===== src/rtl/cache_pkg.sv =====
//------------------------------------------------
// shared widths, type codes and address fields for
// the blocking cache; refer to them as cache_pkg::name
//------------------------------------------------

package cache_pkg;

  //------------------------------------------------
  // widths
  //------------------------------------------------

  // processor and memory byte address
  localparam int addr_nbits   = 32;
  // processor word
  localparam int word_nbits   = 32;
  // memory beat, same as one cache line
  localparam int line_nbits   = 128;
  // request tag, echoed back untouched
  localparam int opaque_nbits = 8;

  //------------------------------------------------
  // address fields
  //------------------------------------------------

  // byte offset inside a 16-byte line
  localparam int offset_nbits   = 4;
  // word select sits above the byte-in-word bits
  localparam int word_sel_lsb   = 2;
  localparam int word_sel_nbits = offset_nbits - word_sel_lsb;

  //------------------------------------------------
  // type codes
  //------------------------------------------------

  // processor request and response type, same codes both ways
  typedef enum logic [1:0] {
    req_read       = 2'd0,
    req_write      = 2'd1,
    req_write_init = 2'd2
  } req_type_t;

  // memory side request type
  typedef enum logic {
    mem_read  = 1'b0,
    mem_write = 1'b1
  } mem_type_t;

  // controller FSM states
  typedef enum logic [2:0] {
    st_idle, st_tag_check, st_evict_req, st_evict_wait,
    st_refill_req, st_refill_wait, st_update, st_respond
  } state_t;

endpackage


===== src/rtl/cache_ctrl.sv =====
//------------------------------------------------
// control FSM of the blocking cache: tag check,
// write-back, refill and response, one request at a time
//------------------------------------------------

`timescale 1ns/1ps

module cache_ctrl
#(
  parameter int p_num_lines = 16
)
(
  input  logic clk,
  input  logic rst,

  // processor handshakes
  input  logic cachereq_val,
  output logic cachereq_rdy,
  output logic cacheresp_val,
  input  logic cacheresp_rdy,

  // memory handshakes
  output logic memreq_val,
  input  logic memreq_rdy,
  input  logic memresp_val,
  output logic memresp_rdy,

  // status from the datapath
  input  logic hit,
  input  logic victim_dirty,

  // strobes into the datapath
  output logic memreq_is_write,
  output logic req_load,
  output logic line_write,
  output logic word_write,
  output logic refill_select
);

  // geometry, only checked here
  localparam int index_nbits = $clog2(p_num_lines);
  localparam int tag_nbits   =
    cache_pkg::addr_nbits - cache_pkg::offset_nbits - index_nbits;

  cache_pkg::state_t state;
  cache_pkg::state_t state_next;

  //------------------------------------------------
  // state register
  //------------------------------------------------

  always_ff @(posedge clk)
  begin
    if (rst)
      state <= cache_pkg::st_idle;
    else
      state <= state_next;
  end

  //------------------------------------------------
  // next state
  //------------------------------------------------

  always_comb
  begin
    state_next = state;
    unique case (state)
      // wait for a request
      cache_pkg::st_idle:
        if (cachereq_val)
          state_next = cache_pkg::st_tag_check;
      // hit goes straight to the response
      cache_pkg::st_tag_check:
        if (hit)
          state_next = cache_pkg::st_respond;
        else if (victim_dirty)
          state_next = cache_pkg::st_evict_req;
        else
          state_next = cache_pkg::st_refill_req;
      // dirty victim out first
      cache_pkg::st_evict_req:
        if (memreq_rdy)
          state_next = cache_pkg::st_evict_wait;
      // write ack, data ignored
      cache_pkg::st_evict_wait:
        if (memresp_val)
          state_next = cache_pkg::st_refill_req;
      cache_pkg::st_refill_req:
        if (memreq_rdy)
          state_next = cache_pkg::st_refill_wait;
      // line lands in the arrays on this edge
      cache_pkg::st_refill_wait:
        if (memresp_val)
          state_next = cache_pkg::st_update;
      // store merge on the fresh line
      cache_pkg::st_update:
        state_next = cache_pkg::st_respond;
      // hold until the processor takes it
      cache_pkg::st_respond:
        if (cacheresp_rdy)
          state_next = cache_pkg::st_idle;
    endcase
  end

  //------------------------------------------------
  // outputs, decoded from state
  //------------------------------------------------

  assign cachereq_rdy  = (state == cache_pkg::st_idle);
  assign cacheresp_val = (state == cache_pkg::st_respond);

  // request goes out in the two req states only
  assign memreq_val      = (state == cache_pkg::st_evict_req)
                        || (state == cache_pkg::st_refill_req);
  assign memreq_is_write = (state == cache_pkg::st_evict_req);
  assign refill_select   = (state == cache_pkg::st_refill_req);

  assign memresp_rdy = (state == cache_pkg::st_evict_wait)
                    || (state == cache_pkg::st_refill_wait);

  // capture the request on the accepting edge
  assign req_load   = cachereq_rdy && cachereq_val;
  assign line_write = (state == cache_pkg::st_refill_wait) && memresp_val;

  // datapath drops the merge for reads
  assign word_write = ((state == cache_pkg::st_tag_check) && hit)
                   || (state == cache_pkg::st_update);

  //------------------------------------------------
  // checks
  //------------------------------------------------

  // power-of-two line count, tag left over
  initial
  begin
    assert (((1 << index_nbits) == p_num_lines) && (tag_nbits > 0))
      else $fatal(1, "cache_ctrl: bad p_num_lines %0d", p_num_lines);
  end

  // never talk to both sides in one cycle
  a_resp_mem_excl: assert property (@(posedge clk) disable iff (rst)
    !(cacheresp_val && memreq_val))
    else $error("cache_ctrl: cacheresp_val and memreq_val both high");

  // memory only answers what we asked for
  a_memresp_in_wait: assert property (@(posedge clk) disable iff (rst)
    memresp_val |-> (state == cache_pkg::st_evict_wait)
                 || (state == cache_pkg::st_refill_wait))
    else $error("cache_ctrl: memresp_val outside a wait state");

endmodule


===== src/rtl/cache_dpath.sv =====
//------------------------------------------------
// cache datapath: request registers, tag/valid/dirty
// and data arrays, word merge and memory request build
//------------------------------------------------

`timescale 1ns/1ps

module cache_dpath
#(
  parameter int p_num_lines = 16
)
(
  input  logic                                  clk,
  input  logic                                  rst,

  // processor request payload
  input  cache_pkg::req_type_t                  cachereq_type,
  input  logic [cache_pkg::opaque_nbits-1:0]    cachereq_opaque,
  input  logic [cache_pkg::addr_nbits-1:0]      cachereq_addr,
  input  logic [cache_pkg::word_nbits-1:0]      cachereq_data,

  // strobes from the FSM
  input  logic                                  req_load,
  input  logic                                  line_write,
  input  logic                                  word_write,
  input  logic                                  refill_select,
  input  logic                                  memreq_is_write,

  input  logic [cache_pkg::line_nbits-1:0]      memresp_data,

  // status back to the FSM
  output logic                                  hit,
  output logic                                  victim_dirty,

  // processor response payload
  output cache_pkg::req_type_t                  cacheresp_type,
  output logic [cache_pkg::opaque_nbits-1:0]    cacheresp_opaque,
  output logic [cache_pkg::word_nbits-1:0]      cacheresp_data,

  // memory request payload
  output cache_pkg::mem_type_t                  memreq_type,
  output logic [cache_pkg::addr_nbits-1:0]      memreq_addr,
  output logic [cache_pkg::line_nbits-1:0]      memreq_data
);

  localparam int index_nbits = $clog2(p_num_lines);
  localparam int tag_nbits   =
    cache_pkg::addr_nbits - cache_pkg::offset_nbits - index_nbits;

  // accepted request, address already split
  cache_pkg::req_type_t                     req_type;
  logic [cache_pkg::opaque_nbits-1:0]       req_opaque;
  logic [cache_pkg::word_nbits-1:0]         req_data;
  logic [tag_nbits-1:0]                     req_tag;
  logic [index_nbits-1:0]                   req_idx;
  logic [cache_pkg::word_sel_nbits-1:0]     req_word;

  // arrays
  logic [tag_nbits-1:0]                     tag_array  [p_num_lines];
  logic [cache_pkg::line_nbits-1:0]         data_array [p_num_lines];
  logic [p_num_lines-1:0]                   valid;
  logic [p_num_lines-1:0]                   dirty;

  logic [cache_pkg::line_nbits-1:0]         cur_line;
  logic                                     req_is_store;
  // refill asked for and not yet written
  logic                                     refill_pending;

  assign req_is_store = (req_type != cache_pkg::req_read);
  assign cur_line     = data_array[req_idx];

  //------------------------------------------------
  // request register and arrays
  //------------------------------------------------

  always_ff @(posedge clk)
  begin
    if (req_load)
    begin
      req_type   <= cachereq_type;
      req_opaque <= cachereq_opaque;
      req_data   <= cachereq_data;
      req_tag    <= cachereq_addr[cache_pkg::addr_nbits-1 -: tag_nbits];
      req_idx    <= cachereq_addr[cache_pkg::offset_nbits +: index_nbits];
      req_word   <= cachereq_addr[cache_pkg::word_sel_lsb +: cache_pkg::word_sel_nbits];
    end
    // whole line from memory
    if (line_write)
    begin
      data_array[req_idx] <= memresp_data;
      tag_array[req_idx]  <= req_tag;
    end
    // write and write_init merge one word
    if (word_write && req_is_store)
      data_array[req_idx][req_word*cache_pkg::word_nbits +: cache_pkg::word_nbits] <= req_data;
  end

  //------------------------------------------------
  // valid and dirty bits
  //------------------------------------------------

  always_ff @(posedge clk)
  begin
    if (rst)
    begin
      valid          <= '0;
      dirty          <= '0;
      refill_pending <= 1'b0;
    end
    else
    begin
      if (line_write)
      begin
        valid[req_idx] <= 1'b1;
        dirty[req_idx] <= 1'b0;
      end
      if (word_write && req_is_store)
        dirty[req_idx] <= 1'b1;
      if (refill_select)
        refill_pending <= 1'b1;
      else if (line_write)
        refill_pending <= 1'b0;
    end
  end

  //------------------------------------------------
  // status and outputs
  //------------------------------------------------

  assign hit          = valid[req_idx] && (tag_array[req_idx] == req_tag);
  assign victim_dirty = valid[req_idx] && dirty[req_idx];

  // response echoes the request fields
  assign cacheresp_type   = req_type;
  assign cacheresp_opaque = req_opaque;
  assign cacheresp_data   =
    cur_line[req_word*cache_pkg::word_nbits +: cache_pkg::word_nbits];

  // victim address from the stored tag, refill from the request
  assign memreq_addr = refill_select
    ? {req_tag, req_idx, {cache_pkg::offset_nbits{1'b0}}}
    : {tag_array[req_idx], req_idx, {cache_pkg::offset_nbits{1'b0}}};
  assign memreq_type = memreq_is_write ? cache_pkg::mem_write : cache_pkg::mem_read;
  assign memreq_data = memreq_is_write ? cur_line : '0;

  // line write only after a refill read went out
  a_line_after_refill: assert property (@(posedge clk) disable iff (rst)
    line_write |-> refill_pending)
    else $error("cache_dpath: line write without a refill request");

endmodule


===== src/rtl/blocking_cache.sv =====
//------------------------------------------------
// blocking direct-mapped write-back data cache;
// word requests in, 128-bit line memory out
//------------------------------------------------

`timescale 1ns/1ps

module blocking_cache
#(
  parameter int p_num_lines = 16
)
(
  input  logic                                  clk,
  input  logic                                  rst,

  // processor request
  input  logic                                  cachereq_val,
  output logic                                  cachereq_rdy,
  input  cache_pkg::req_type_t                  cachereq_type,
  input  logic [cache_pkg::opaque_nbits-1:0]    cachereq_opaque,
  input  logic [cache_pkg::addr_nbits-1:0]      cachereq_addr,
  input  logic [cache_pkg::word_nbits-1:0]      cachereq_data,

  // processor response
  output logic                                  cacheresp_val,
  input  logic                                  cacheresp_rdy,
  output cache_pkg::req_type_t                  cacheresp_type,
  output logic [cache_pkg::opaque_nbits-1:0]    cacheresp_opaque,
  output logic [cache_pkg::word_nbits-1:0]      cacheresp_data,

  // memory request, line aligned
  output logic                                  memreq_val,
  input  logic                                  memreq_rdy,
  output cache_pkg::mem_type_t                  memreq_type,
  output logic [cache_pkg::addr_nbits-1:0]      memreq_addr,
  output logic [cache_pkg::line_nbits-1:0]      memreq_data,

  // memory response
  input  logic                                  memresp_val,
  output logic                                  memresp_rdy,
  input  logic [cache_pkg::line_nbits-1:0]      memresp_data
);

  // FSM to datapath
  logic req_load;
  logic line_write;
  logic word_write;
  logic refill_select;
  logic memreq_is_write;

  // datapath to FSM
  logic hit;
  logic victim_dirty;

  cache_ctrl #(.p_num_lines(p_num_lines)) ctrl
  (
    .clk             (clk),
    .rst             (rst),
    .cachereq_val    (cachereq_val),
    .cachereq_rdy    (cachereq_rdy),
    .cacheresp_val   (cacheresp_val),
    .cacheresp_rdy   (cacheresp_rdy),
    .memreq_val      (memreq_val),
    .memreq_rdy      (memreq_rdy),
    .memresp_val     (memresp_val),
    .memresp_rdy     (memresp_rdy),
    .hit             (hit),
    .victim_dirty    (victim_dirty),
    .memreq_is_write (memreq_is_write),
    .req_load        (req_load),
    .line_write      (line_write),
    .word_write      (word_write),
    .refill_select   (refill_select)
  );

  cache_dpath #(.p_num_lines(p_num_lines)) dpath
  (
    .clk              (clk),
    .rst              (rst),
    .cachereq_type    (cachereq_type),
    .cachereq_opaque  (cachereq_opaque),
    .cachereq_addr    (cachereq_addr),
    .cachereq_data    (cachereq_data),
    .req_load         (req_load),
    .line_write       (line_write),
    .word_write       (word_write),
    .refill_select    (refill_select),
    .memreq_is_write  (memreq_is_write),
    .memresp_data     (memresp_data),
    .hit              (hit),
    .victim_dirty     (victim_dirty),
    .cacheresp_type   (cacheresp_type),
    .cacheresp_opaque (cacheresp_opaque),
    .cacheresp_data   (cacheresp_data),
    .memreq_type      (memreq_type),
    .memreq_addr      (memreq_addr),
    .memreq_data      (memreq_data)
  );

endmodule


===== config.mk =====
export PLATFORM = sky130hd
export DESIGN_NAME = blocking_cache
export DESIGN_NICKNAME = d
export VERILOG_FILES = /design/src/rtl/cache_pkg.sv /design/src/rtl/cache_ctrl.sv /design/src/rtl/cache_dpath.sv /design/src/rtl/blocking_cache.sv
export SDC_FILE = /design/constraint.sdc
export NUM_CORES = 2
export LEC_CHECK = 0
export BUFFER_PORTS_ARGS = -buffer_cell sky130_fd_sc_hd__buf_2
export CORE_ASPECT_RATIO = 0.8
export CORE_UTILIZATION = 23
export DETAILED_ROUTE_END_ITERATION = 8
export HOLD_SLACK_MARGIN = 0.03
export PLACE_DENSITY = 0.42
export SYNTH_ARGS = -nofsm -noshare
export SYNTH_HDL_FRONTEND = slang
export SYNTH_SLANG_ARGS = --single-unit

===== constraint.sdc =====
create_clock -name clk -period 5.25 [get_ports clk]
set_input_delay 1.05 -clock clk [delete_from_list [all_inputs] [get_ports clk]]
set_output_delay 1.05 -clock clk [all_outputs]
set_load 0.05 [all_outputs]

==> run metrics <==
largest net degree at the start of global routing=~130; via/cell ratio=4.67; result of the run=finished, final reports clean; number of enable-type register cells in the synthesized netlist=2504; TritonCTS buffer count=286; core outline area=438000 µm²; element type at the critical path end=output port; Fillers=approximately 43000; number of endpoints failing setup at the final stage=0; post-place instance area=approximately 120000 µm²; clock root buffer=sky130_fd_sc_hd__clkbuf_16; R2R setup slack=0.16 ns; end point of the critical path=cacheresp_data[31]; most used cell along the critical path=sky130_fd_sc_hd__mux4_2; CP Cell Sequence=buf_12 > buf_16 > buf_16 > mux4_2 > mux4_2 > mux4_2 > buf_4; vias in the first global route=55835; Synth async-reset ratio=0%; peak fanout along the critical path=24; startpoint type of the worst setup path=flop; Yosys top cell area share=74.0%; number of antenna violations at the first check in global routing=30; GPL Wtd Cong=0.896; aggregate global routing overflow=0; unrepaired setup endpoints after global routing=false; overall global routing resource usage=15.9%; Setup WS post-layout=0.0865 ns; Register-to-Register Path Depth=16; sequential cell area fraction in the yosys report=74.7%; top-count cell post-synth=sky130_fd_sc_hd__edfxtp_1; final count of pins violating max slew=0; post-route clock period utilization=98.4%; Std-Cell Rows=approximately 220; maximum level of the CTS H-tree=5; detailed-placement wirelength estimate=236000 µm; clk_skew=0.102 ns; Post-CTS Hold Buffers=0; Avg WL per Cell=30.8 µm; post-layout total power=51.9 mW; number of distinct library cells after synthesis=61; arrival time worst endpoint=~4.1 ns; worst hold path stage count=1; fraction of synthesized cell area in xor and xnor cells=0.198%; Fin. Hold Viols=0; cell taking the most area after synthesis=sky130_fd_sc_hd__edfxtp_1; Post-Syn Instances=4823; Initial DRT Pass Iterations=6; ys flop type=sky130_fd_sc_hd__edfxtp_1; power per standard cell area=around 400 nW/µm²; share of the synthesized area in compound gates (AO/OA/AOI/OAI)=3.13%; classification of the worst-slack hold path=primary input to flop; Final Cell Area=128000 µm²; layout overhead on the synthesized area=26.3%; drt first-iter violations=6024; main combinational cell family by area after synthesis=multiplexers; initial cell density of the core=between 20% and 30%; final sum of negative setup slack=0 ns; clock tree from TritonCTS=yes; measured slew at the worst slew-check pin=1.21 ns; multiplexer fraction of the synthesized cell area=roughly 17%; Max rail drop VDD=0.267 mV; fraction of the mapped netlist area in adder cells=less than 1%; count of vias placed by the detailed router=55164; required time of the critical path=4.20 ns; wire length of the first global-routing pass=between 400000 and 500000 µm; Port Buffers=408; number of register bits inferred by synthesis=2543; maximum clock rate=0.194 GHz; end of the worst register-to-register path=dpath.data_array[13][85]; static power due to leakage=40.8 nW; remaining max-slew budget at the tightest pin=18.5%; top cells by count, synth=sky130_fd_sc_hd__edfxtp_1, sky130_fd_sc_hd__mux4_2, sky130_fd_sc_hd__nand2_1, sky130_fd_sc_hd__clkbuf_1, sky130_fd_sc_hd__and2_1; share of final-layout standard cells stronger than drive strength 1=38.5%; latest clock arrival within the worst-skew pair=0.96 ns; clock-pin slew on the worst setup and hold paths=about 0.060 ns; x dimension of the die=745 µm; Period minus WS final=5.16 ns; Warnings, synthesis=0; total wire length=363000 µm; Setup CP Type=flop to output port; final antenna-violating net count=0; Largest stage delay, worst path=0.67 ns; CTS sink cnt=2543; DRC Markers=0; setup slack at placement=0.116 ns; HP Start=cachereq_data[19]; average size of a mapped cell=around 21 µm²; NumNets Final=5971; Cell Area, Synth=~100000 µm²; y dimension of the die=slightly below 600 µm; crit path max-delay cell type=sky130_fd_sc_hd__mux4_2; top-level I/O count=415; clock buffer depth=4; max-capacitance violation count=0; simple-gate area share of the yosys netlist=between 3 and 4%; cell types occupying the most area after synthesis=sky130_fd_sc_hd__edfxtp_1, sky130_fd_sc_hd__mux4_2, sky130_fd_sc_hd__mux2i_1, sky130_fd_sc_hd__and2_1, sky130_fd_sc_hd__a2bb2oi_1; die area=445000 µm²
cell families (layout without fill, tap and decap cells):
logic type / count (synthesis) / in the layout
buffers and inverters: 347 / 1508
adder cells (fa/ha/maj): 5 / 5
AND/OR/NAND/NOR: 630 / 630
flip-flops: 2543 / 2543
other: 1 / 22
multiplexers: 845 / 845
AO/OA/AOI/OAI: 429 / 429
XOR/XNOR: 23 / 23
flip-flops by register name (all words and copies together) (netlist names), named ones only:
| signal | count |
|---|---|
| dpath.dirty | 16 |
| dpath.tag_array | 384 |
| ctrl.state | 3 |
| dpath.valid | 16 |
| dpath.data_array | 2048 |
| dpath.req_idx | 4 |
| dpath.req_word | 2 |
| dpath.cacheresp_type | 2 |
| dpath.cacheresp_opaque | 8 |
| dpath.req_data | 32 |
| dpath.req_tag | 24 |
report_power, final:
part | internal [mW] | total [mW] | switching, mW
registers | 22.6 | 22.8 | 0.178
logic | 3.54 | 9.36 | 5.81
clock network | 11.2 | 19.8 | 8.58
total | 37.3 | 51.9 | 14.6
layer usage:
metal  vias up  wire length, µm  global-route usage, %
li1      22204                -                      -
met1     30760           160000                   22.1
met2      1756           172000                   25.7
met3       440            21800                   2.86
met4         4            10100                   4.34
met5         -               29                      0
timing repair:
action / CTS / global route
cloned: 20 / 0
gates resized for setup: 54 / 9
buffers inserted: 35 / 0
setup endpoints to repair: 121 / 251
layout make-up:
class | instances | area (µm²) | area share, %
multi-input combinational | 1936 | 25600 | 20.0
antenna | 18 | 45.0 | 0.0351
clock inverter | 164 | 1680 | 1.31
timing repair buffer | 965 | 10100 | 7.89
clock buffer | 353 | 7500 | 5.85
tap | 5803 | 7260 | 5.66
inverter | 26 | 110 | 0.0858
sequential | 2543 | 76000 | 59.2
metrics by stage:
stage | util [%] | instances | hold slack, ns
2_1_floorplan | - | 4826 | 0.435
4_1_cts | 29.3 | 11790 | 0.194
5_1_grt | 29.3 | 11792 | 0.216
3_3_place_gp | 26.9 | 11219 | 0.454
6_report | 29.3 | 11808 | 0.281
3_5_place_dp | 26.9 | 11219 | 0.459
how the worst min path moves through the flow:
| stage | to | slack [ns] |
|---|---|---|
| 2_1_floorplan | dpath.valid[10] | 0.43 |
| 3_3_place_gp | dpath.valid[2] | 0.45 |
| 3_5_place_dp | dpath.valid[13] | 0.46 |
| 4_1_cts | dpath.req_data[19] | 0.19 |
| 5_1_grt | dpath.req_data[19] | 0.22 |
| 6_report | dpath.req_data[19] | 0.28 |
cell usage in the layout, fill, tap and decap left out, drive strengths merged, types with 4 or more instances in the layout:
cell      netlist  final
a211oi         23     23
a21oi          57     57
a221oi          7      7
a22oi          62     62
a2bb2oi        96     96
a31oi          23     23
and2          137    137
and3            6      6
buf           150    953
bufbuf          0     12
bufinv          0     18
clkbuf        171    353
clkinv          1    119
clkinvlp        0     14
conb            1      4
dfxtp          39     39
diode           0     18
edfxtp       2504   2504
ha              5      5
inv            25     39
mux2           26     26
mux2i          96     96
mux4          723    723
nand2         188    188
nand2b         35     35
nand3          86     86
nand3b         32     32
nand4           4      4
nor2           83     83
nor2b          35     35
nor3            9      9
o21ai          20     20
o31ai          98     98
o32ai          16     16
or2             4      4
xnor2          10     10
xor2           13     13
critical path, delay by kind of cell (launching register included):
family / cells / cell delay, ns
muxes: 3 / 1.85
DFF: 1 / 0.47
buffers and inverters: 4 / 0.85
Note: power is estimated with default switching activity, not from simulation.
